File: src/rtl/fifo_win_defines.svh
// Sizes and APB offsets for the FIFO window; FW_BURST_WORDS must be a power of two <= FW_DEPTH
`ifndef FIFO_WIN_DEFINES_SVH
`define FIFO_WIN_DEFINES_SVH

// Data path and APB word width
`define FW_DATA_W      32

// FIFO depth in words
`define FW_DEPTH       16
// Pointer and occupancy widths derived from the depth
`define FW_PTR_W       ($clog2(`FW_DEPTH))
`define FW_CNT_W       ($clog2(`FW_DEPTH + 1))

// Words announced per burst in burst mode
`define FW_BURST_WORDS 4

// APB byte offsets within a 4-bit address space
`define FW_ADDR_W      4
`define FW_ADDR_DATA   4'h0
`define FW_ADDR_CTRL   4'h4
`define FW_ADDR_STAT   4'h8

`endif

File: src/rtl/fifo_win_pkg.sv
// Bus, control and status types for the FIFO window; widths follow fifo_win_defines.svh
`include "fifo_win_defines.svh"

package fifo_win_pkg;

    // APB request as seen by the subordinate
    typedef struct packed {
        logic                  psel;
        logic                  penable;
        logic                  pwrite;
        logic [`FW_ADDR_W-1:0] paddr;
        logic [`FW_DATA_W-1:0] pwdata;
    } apb_req_t;

    typedef struct packed {
        logic [`FW_DATA_W-1:0] prdata;
        logic                  pready;
        logic                  pslverr;
    } apb_rsp_t;

    // Notification modes held in CTRL[6:5]
    typedef enum logic [1:0] {
        MODE_OFF,
        MODE_NOT_EMPTY,
        MODE_THRESH,
        MODE_BURST
    } avail_mode_e;

    // Stored in CTRL[7:0]
    typedef struct packed {
        logic        enable;
        avail_mode_e mode;
        logic [4:0]  thresh;
    } avail_cfg_t;

    typedef struct packed {
        logic                 full;
        logic                 empty;
        logic [`FW_CNT_W-1:0] depth;
    } fifo_stat_t;

endpackage

File: src/rtl/apb_fifo_port.sv
// APB subordinate for the FIFO window; data accesses stall with wait states, unmapped offsets error
`timescale 1ns/100ps
`include "fifo_win_defines.svh"

module apb_fifo_port (
    input  logic                       clk,
    input  logic                       rst_n,
    input  fifo_win_pkg::apb_req_t     req_i,
    output fifo_win_pkg::apb_rsp_t     rsp_o,
    output logic                       wr_valid_o,
    output logic [`FW_DATA_W-1:0]      wr_data_o,
    input  logic                       wr_ready_i,
    output logic                       rd_ready_o,
    input  logic                       rd_valid_i,
    input  logic [`FW_DATA_W-1:0]      rd_data_i,
    output logic                       clear_o,
    input  fifo_win_pkg::fifo_stat_t   stat_i,
    input  logic                       avail_i,
    output fifo_win_pkg::avail_cfg_t   cfg_o
);

    import fifo_win_pkg::*;

    // Self-clearing CTRL bit that flushes the FIFO
    localparam int CLR_BIT = 8;
    localparam int CFG_W   = $bits(avail_cfg_t);
    localparam int STAT_W  = $bits(fifo_stat_t);

    logic                  access;
    logic                  is_data;
    logic                  is_ctrl;
    logic                  is_stat;
    logic                  ctrl_wr;
    logic [`FW_DATA_W-1:0] prdata;
    avail_cfg_t            ctrl_q;
    logic                  clear_q;

    // Access phase of any transfer
    assign access  = req_i.psel && req_i.penable;

    assign is_data = (req_i.paddr == `FW_ADDR_DATA);
    assign is_ctrl = (req_i.paddr == `FW_ADDR_CTRL);
    assign is_stat = (req_i.paddr == `FW_ADDR_STAT);

    assign ctrl_wr = access && req_i.pwrite && is_ctrl;

    // FIFO handshakes are offered for every access cycle on the data offset
    assign wr_valid_o = access && req_i.pwrite && is_data;
    assign rd_ready_o = access && !req_i.pwrite && is_data;
    assign wr_data_o  = req_i.pwdata;

    // Register accesses finish at once; data waits on the FIFO
    always_comb begin
        rsp_o.pready  = 1'b0;
        rsp_o.pslverr = 1'b0;
        if (access) begin
            if (is_data) begin
                rsp_o.pready = req_i.pwrite ? wr_ready_i : rd_valid_i;
            end else begin
                rsp_o.pready  = 1'b1;
                rsp_o.pslverr = !(is_ctrl || is_stat);
            end
        end
    end

    // Read data mux
    always_comb begin
        prdata = '0;
        if (is_data) begin
            prdata = rd_data_i;
        end else if (is_ctrl) begin
            prdata[CFG_W-1:0] = ctrl_q;
        end else if (is_stat) begin
            prdata[STAT_W-1:0] = stat_i;
            prdata[STAT_W]     = avail_i;
        end
    end

    assign rsp_o.prdata = prdata;

    // Control register and flush pulse
    always_ff @(posedge clk or negedge rst_n) begin
        if (!rst_n) begin
            ctrl_q  <= '0;
            clear_q <= 1'b0;
        end else begin
            clear_q <= ctrl_wr && req_i.pwdata[CLR_BIT];
            if (ctrl_wr) begin
                ctrl_q <= avail_cfg_t'(req_i.pwdata[CFG_W-1:0]);
            end
        end
    end

    assign clear_o = clear_q;
    assign cfg_o   = ctrl_q;

endmodule

File: src/rtl/avail_notifier.sv
// Registered data-available flag; burst counters restart whenever burst mode is not selected
`timescale 1ns/100ps
`include "fifo_win_defines.svh"

module avail_notifier (
    input  logic                     clk,
    input  logic                     rst_n,
    input  fifo_win_pkg::avail_cfg_t cfg_i,
    input  fifo_win_pkg::fifo_stat_t stat_i,
    input  logic                     wr_fire_i,
    input  logic                     rd_fire_i,
    output logic                     avail_o
);

    import fifo_win_pkg::*;

    // Counters are a few bits wider than the occupancy
    localparam int CW = `FW_CNT_W + 3;
    localparam logic [CW-1:0] BURST = CW'(`FW_BURST_WORDS);

    logic          active;
    logic          burst_on;
    logic [CW-1:0] pending_q;
    logic [CW-1:0] announced_q;
    logic [CW-1:0] popped_q;
    logic [CW-1:0] pend_sum;
    logic [CW-1:0] pop_sum;
    logic          last_pop;
    logic          set_evt;
    logic          burst_q;
    logic          burst_next;
    logic          avail_q;

    assign active   = cfg_i.enable && (cfg_i.mode != MODE_OFF);
    assign burst_on = active && (cfg_i.mode == MODE_BURST);

    // Counts including this cycle's handshakes
    assign pend_sum = pending_q + CW'(wr_fire_i);
    assign pop_sum  = popped_q + CW'(rd_fire_i);

    // Final pop of everything announced so far
    assign last_pop = rd_fire_i && burst_q && (pop_sum == announced_q);

    // A full burst announces when idle or when the previous one drains
    assign set_evt = (pend_sum >= BURST) && (!burst_q || last_pop);

    always_comb begin
        burst_next = burst_q;
        if (set_evt) begin
            burst_next = 1'b1;
        end else if (last_pop) begin
            burst_next = 1'b0;
        end
    end

    // Burst bookkeeping
    always_ff @(posedge clk or negedge rst_n) begin
        if (!rst_n) begin
            pending_q   <= '0;
            announced_q <= '0;
            popped_q    <= '0;
            burst_q     <= 1'b0;
        end else if (!burst_on) begin
            pending_q   <= '0;
            announced_q <= '0;
            popped_q    <= '0;
            burst_q     <= 1'b0;
        end else begin
            popped_q <= pop_sum;
            burst_q  <= burst_next;
            if (set_evt) begin
                pending_q   <= pend_sum - BURST;
                announced_q <= announced_q + BURST;
            end else begin
                pending_q <= pend_sum;
            end
        end
    end

    // Output flag per mode
    always_ff @(posedge clk or negedge rst_n) begin
        if (!rst_n) begin
            avail_q <= 1'b0;
        end else if (!active) begin
            avail_q <= 1'b0;
        end else begin
            case (cfg_i.mode)
                MODE_NOT_EMPTY: avail_q <= (stat_i.depth != '0);
                MODE_THRESH:    avail_q <= (stat_i.depth >= cfg_i.thresh);
                MODE_BURST:     avail_q <= burst_next;
                default:        avail_q <= 1'b0;
            endcase
        end
    end

    assign avail_o = avail_q;

endmodule

File: src/rtl/fifo_window_top.sv
// APB FIFO window top; a full FIFO stalls writes and an empty one stalls reads, nothing is dropped
`timescale 1ns/100ps
`include "fifo_win_defines.svh"

module fifo_window_top (
    input  logic                   clk,
    input  logic                   rst_n,
    input  fifo_win_pkg::apb_req_t apb_req_i,
    output fifo_win_pkg::apb_rsp_t apb_rsp_o,
    output logic                   avail_o
);

    import fifo_win_pkg::*;

    logic                  wr_valid;
    logic                  wr_ready;
    logic [`FW_DATA_W-1:0] wr_data;
    logic                  rd_valid;
    logic                  rd_ready;
    logic [`FW_DATA_W-1:0] rd_data;
    logic                  clear;
    logic                  wr_fire;
    logic                  rd_fire;
    fifo_stat_t            stat;
    avail_cfg_t            cfg;

    // Push and pop strobes for the notifier
    assign wr_fire = wr_valid && wr_ready;
    assign rd_fire = rd_valid && rd_ready;

    apb_fifo_port u_port (
        .clk        (clk),
        .rst_n      (rst_n),
        .req_i      (apb_req_i),
        .rsp_o      (apb_rsp_o),
        .wr_valid_o (wr_valid),
        .wr_data_o  (wr_data),
        .wr_ready_i (wr_ready),
        .rd_ready_o (rd_ready),
        .rd_valid_i (rd_valid),
        .rd_data_i  (rd_data),
        .clear_o    (clear),
        .stat_i     (stat),
        .avail_i    (avail_o),
        .cfg_o      (cfg)
    );

    sync_fifo u_fifo (
        .clk        (clk),
        .rst_n      (rst_n),
        .clear_i    (clear),
        .wr_valid_i (wr_valid),
        .wr_data_i  (wr_data),
        .wr_ready_o (wr_ready),
        .rd_valid_o (rd_valid),
        .rd_ready_i (rd_ready),
        .rd_data_o  (rd_data),
        .stat_o     (stat)
    );

    avail_notifier u_notifier (
        .clk       (clk),
        .rst_n     (rst_n),
        .cfg_i     (cfg),
        .stat_i    (stat),
        .wr_fire_i (wr_fire),
        .rd_fire_i (rd_fire),
        .avail_o   (avail_o)
    );

endmodule

File: src/rtl/sync_fifo.sv
// Single-clock FIFO without pass-through; read data is zero while empty and clear beats a push
`timescale 1ns/100ps
`include "fifo_win_defines.svh"

module sync_fifo (
    input  logic                     clk,
    input  logic                     rst_n,
    input  logic                     clear_i,
    input  logic                     wr_valid_i,
    input  logic [`FW_DATA_W-1:0]    wr_data_i,
    output logic                     wr_ready_o,
    output logic                     rd_valid_o,
    input  logic                     rd_ready_i,
    output logic [`FW_DATA_W-1:0]    rd_data_o,
    output fifo_win_pkg::fifo_stat_t stat_o
);

    localparam int PTR_W = `FW_PTR_W;
    localparam logic [PTR_W-1:0]     LAST_PTR = PTR_W'(`FW_DEPTH - 1);
    localparam logic [`FW_CNT_W-1:0] FULL_CNT = `FW_DEPTH;

    logic [`FW_DATA_W-1:0] mem_q [`FW_DEPTH];
    logic [PTR_W-1:0]      wr_ptr_q;
    logic [PTR_W-1:0]      rd_ptr_q;
    logic [`FW_CNT_W-1:0]  count_q;
    logic                  push;
    logic                  pop;

    assign wr_ready_o = (count_q != FULL_CNT);
    assign rd_valid_o = (count_q != '0);

    assign push = wr_valid_i && wr_ready_o && !clear_i;
    assign pop  = rd_valid_o && rd_ready_i && !clear_i;

    // Pointers and occupancy
    always_ff @(posedge clk or negedge rst_n) begin
        if (!rst_n) begin
            wr_ptr_q <= '0;
            rd_ptr_q <= '0;
            count_q  <= '0;
        end else if (clear_i) begin
            wr_ptr_q <= '0;
            rd_ptr_q <= '0;
            count_q  <= '0;
        end else begin
            if (push) begin
                wr_ptr_q <= (wr_ptr_q == LAST_PTR) ? '0 : wr_ptr_q + 1'b1;
            end
            if (pop) begin
                rd_ptr_q <= (rd_ptr_q == LAST_PTR) ? '0 : rd_ptr_q + 1'b1;
            end
            case ({push, pop})
                2'b10:   count_q <= count_q + 1'b1;
                2'b01:   count_q <= count_q - 1'b1;
                default: count_q <= count_q;
            endcase
        end
    end

    // Storage array
    always_ff @(posedge clk) begin
        if (push) begin
            mem_q[wr_ptr_q] <= wr_data_i;
        end
    end

    assign rd_data_o = rd_valid_o ? mem_q[rd_ptr_q] : '0;

    assign stat_o.full  = !wr_ready_o;
    assign stat_o.empty = !rd_valid_o;
    assign stat_o.depth = count_q;

endmodule

File: config.mk
export PLATFORM = sky130hd
export DESIGN_NAME = fifo_window_top
export DESIGN_NICKNAME = d
export VERILOG_FILES = /design/src/rtl/fifo_win_pkg.sv /design/src/rtl/apb_fifo_port.sv /design/src/rtl/avail_notifier.sv /design/src/rtl/fifo_window_top.sv /design/src/rtl/sync_fifo.sv
export VERILOG_INCLUDE_DIRS = /design/src /design/src/rtl
export SDC_FILE = /design/constraint.sdc
export NUM_CORES = 1
export LEC_CHECK = 0
export BUFFER_PORTS_ARGS = -buffer_cell sky130_fd_sc_hd__buf_2
export CORE_ASPECT_RATIO = 1.5
export CORE_MARGIN = 8
export CORE_UTILIZATION = 60
export CTS_BUF_LIST = sky130_fd_sc_hd__clkbuf_4
export DETAILED_ROUTE_END_ITERATION = 8
export HOLD_SLACK_MARGIN = 0.08
export MAX_ROUTING_LAYER = met4
export PLACE_DENSITY = 0.83
export SLEW_MARGIN = 10
export SYNTH_ARGS = -nofsm -noshare
export SYNTH_HDL_FRONTEND = slang
export SYNTH_HIERARCHICAL = 1
export SYNTH_SLANG_ARGS = --single-unit
File: constraint.sdc
create_clock -name clk -period 4.5 [get_ports clk]
set_clock_uncertainty 0.2 [all_clocks]
set_input_delay 0.225 -clock clk [delete_from_list [all_inputs] [get_ports clk]]
set_output_delay 0.225 -clock clk [all_outputs]
set_load 0.01 [all_outputs]
==> key figures <==
Status
  – Status: complete, no violations

Pwr
  – Gate power share: 0.028
  – Switching share of power: 0.212
  – Flop pwr share: 0.600
  – Worst VDD drop: 0.000213 V
  – Power Density: 362 mW/mm^2
  – Psw: 2.01 mW
  – Total power: 9.48 mW
  – Clock power share: 0.372
  – Leakage power: 8.65 nW
  – Internal power: 7.47 mW

Floorplan
  – Die Y: 256 um
  – Core Area: 0.0381 mm^2
  – Starting Density: 0.603
  – # IOs: 76
  – Core Rows: 88
  – Die Area: 0.0449 mm^2
  – Die Wd: 176 um

GRT
  – Initial antenna violation count: 2
  – Total GRT Usage: 0.231
  – First-pass GRT wire length: 76300 um
  – Vias in the first global route: 13273
  – Pin count of the biggest net entering global routing: 52
  – GRT Residual Overflow: 0

STA
  – Setup TNS: 0 ns
  – Final min period: 3.97 ns
  – Final hold vios: 0
  – Max-slew headroom: 0.283
  – Final setup fails: 0
  – Fmax achieved: 0.252 GHz
  – Worst Tran Pin Value: 1.08 ns
  – Max Slew Vio Count: 0
  – Final period util: 0.881
  – RSZ-0062 raised after global routing: no

Worst setup path
  – Critical Path Max Stage Delay: 0.58 ns
  – Worst EP arrival: 4.49 ns
  – Worst endpoint required time: 5.02 ns
  – WP buf/inv: 1
  – CP cell instances: nor4_4, nand2_1, buf_4, and2_1, ha_1, nand3_1, xnor2_1, a211o_1, a311oi_2, a41oi_2, or4_1, a21oi_1
  – Critical path origin: u_fifo/count_q[2]
  – CP Capture Type: register
  – Top Family by Delay on Critical Path: simple AND/OR/NAND/NOR gates
  – Critical path peak fanout: 10
  – Setup CP Type: register to register
  – CP Launch Type: register
  – Slowest-stage cell, CP: or4_1
  – Worst r2r src: u_fifo/count_q[2]

Routing
  – Vias/cell: 6.24
  – Via count: 12576
  – Final ANT Viol Nets: 0
  – Final wirelength: 49400 um
  – Drt drc: 0
  – WL/cell: 24.5 um
  – First DRT Iteration DRCs: 1370
  – Drt pass-1 iters: 5

Clock tree
  – Setup Buffers After CTS: 0
  – Htree depth: 3
  – CTS root buffer: clkbuf_4
  – CTS tree: done
  – Largest buffer count on any clock path: 3
  – Cts bufs inserted: 119
  – PostCTS Resize Cnt: 0
  – Clock latency at the later pin of the worst-skew pair: 0.83 ns
  – Clock slew at reported path FFs: 0.07 ns
  – Sink Count: 558

Synthesis
  – XOR/XNOR Fraction of Synth Area: 0.00954
  – Mapped cell area: 0.0230 mm^2
  – Post-Syn Area per Cell: 18.9 um^2
  – Largest family of logic cells by synthesized area: multiplexers
  – Synth Area in Adders: 0.0104
  – Ys async rst share: 0.0824
  – Post-Syn Instances: 1214
  – Syn nets: 1274
  – Yosys cell types: 58
  – Post-synth EDFFs: 512
  – Post-synthesis register bit count: 558
  – Post-synth top area cell: edfxtp_1
  – Compound-Gate Fraction of Synth Area: 0.0310
  – Top cells by area, synth: edfxtp_1 67%, mux4_2 13%, dfrtp_1 5.0%
  – Syn. warnings: 6
  – Post-synthesis mux area share: 0.162
  – Simple-Gate Fraction of Synth Area: 0.0423
  – Register area share after synthesis: 0.720
  – Share of the synthesized area in the top cell type: 0.670
  – Synth Flop Type: edfxtp_1

Place
  – Routability Congestion: 0.861
  – I/O Buffers: 75
  – DP Wirelength: 27400 um

Finish
  – Layout area overhead: 14.2%
  – Ratio of cells with drive above 1 in the final layout: 0.303
  – FILL cells: 2323
  – Nets@finish: 1496

Hold path
  – Worst hold path class: input pin to register
  – Hold Startpoint: apb_req_i[29]

Run
  – Maxcap violations: 0
## cell usage after synthesis (3+ instances only)
master / number
nor3b_1: 4
and2_1: 30
nand2b_1: 5
buf_1: 15
clkbuf_1: 27
o22ai_1: 32
nand4_1: 7
buf_2: 17
nor3_1: 13
buf_4: 34
a21o_1: 5
o21ai_0: 24
dfrtp_1: 46
or4_1: 5
mux2i_1: 71
nand3_1: 15
edfxtp_1: 512
xor2_1: 20
nand2_1: 37
nor2_1: 37
inv_1: 15
a21oi_1: 32
ha_1: 19
mux4_2: 128
a31o_2: 3
mux2_2: 9
and4_1: 4
xnor2_1: 5
or3_1: 9
## registers in the layout, indices dropped and copies added, names as in the netlist
register,cells
u_fifo/mem_q,512
u_notifier/pending_q,8
u_notifier/popped_q,8
u_port/cfg_o,8
u_notifier/announced_q,6
u_fifo/count_q,5
u_fifo/rd_ptr_q,4
u_fifo/wr_ptr_q,4
u_notifier/avail_o,1
u_notifier/burst_q,1
u_port/clear_o,1
## power groups by stage
| stage | clock network [mW] | logic [mW] | registers [mW] |
|---|---|---|---|
| final | 3.53 | 0.265 | 5.69 |
| after global routing | 3.84 | 0.289 | 5.69 |
| after CTS | 3.61 | 0.262 | 5.69 |
| after detailed placement | 0 | 0.207 | 5.80 |
| after global placement | 0 | 0.195 | 5.80 |
| after floorplan | 0 | 0.143 | 5.79 |
## cells by family after synthesis
kind of cell    count (synthesis)
mux                           209
buf+inv                       111
flops                         558
simple gates                  179
xor+xnor                       25
fa+ha+maj                      19
compound gates                113
## metal layers
| metal | share of wire | vias to the layer above | track usage |
|---|---|---|---|
| met5 | 0 | - | - |
| met4 | 0.032 | 0 | 0.107 |
| met3 | 0.079 | 113 | 0.0424 |
| met2 | 0.52 | 678 | 0.376 |
| met1 | 0.37 | 6391 | 0.279 |
| li1 | - | 5394 | - |
## stage by stage
stage                      util  hold WS (ns)  cells  worst slack [ns]  cell area (um^2)
after floorplan               -        -0.271   1214             0.478             23000
after global placement    0.630         0.159   1731             0.471             24000
after detailed placement  0.630         0.165   1731             0.180             24000
after CTS                 0.688        0.0803   2016             0.550             26200
after global routing      0.688         0.128   2017             0.238             26200
final                     0.688         0.171   2017             0.534             26200
## worst paths after layout
path / end / cells after the start / slack [ns]
setup / recovery: u_notifier/pending_q[6] / 12 / 0.53
hold / removal: u_fifo/mem_q[11][29] / 2 / 0.17
setup reg to reg: u_notifier/pending_q[6] / 12 / 0.53
hold reg to reg: u_port/cfg_o[4] / 1 / 0.36
max in group asynchronous: u_fifo/rd_ptr_q[1] / 4 / 3.27
min in group asynchronous: u_port/cfg_o[2] / 4 / 0.36
## layout by cell type (no fill, tap or decap), drive strengths merged, types with 31 or more instances in the layout
cell type	netlist	final
edfxtp	512	512
clkbuf	28	157
mux4	128	128
buf	68	118
dlygate4sd3	0	79
mux2i	72	72
dfrtp	46	46
clkinv	0	45
nand2	37	37
nor2	37	37
o22ai	32	32
a21oi	32	32
and2	31	31
## what timing repair did
action                     CTS  global route
setup endpoints to repair    0             0
hold endpoints to repair   584             0
hold buffers                79             0
## layout make-up
type / instances / area (um^2) / share of cell area
clock buffer: 157 / 1180 / 0.0449
clock inverter: 49 / 235 / 0.00897
inverter: 15 / 56.3 / 0.00215
tap: 495 / 619 / 0.0236
timing repair buffer: 197 / 1600 / 0.0611
antenna: 1 / 2.50 / 0.0000954
multi-input combinational: 545 / 5990 / 0.228
sequential: 558 / 16500 / 0.631
No activity file was read; power rests on OpenSTA's default activity.
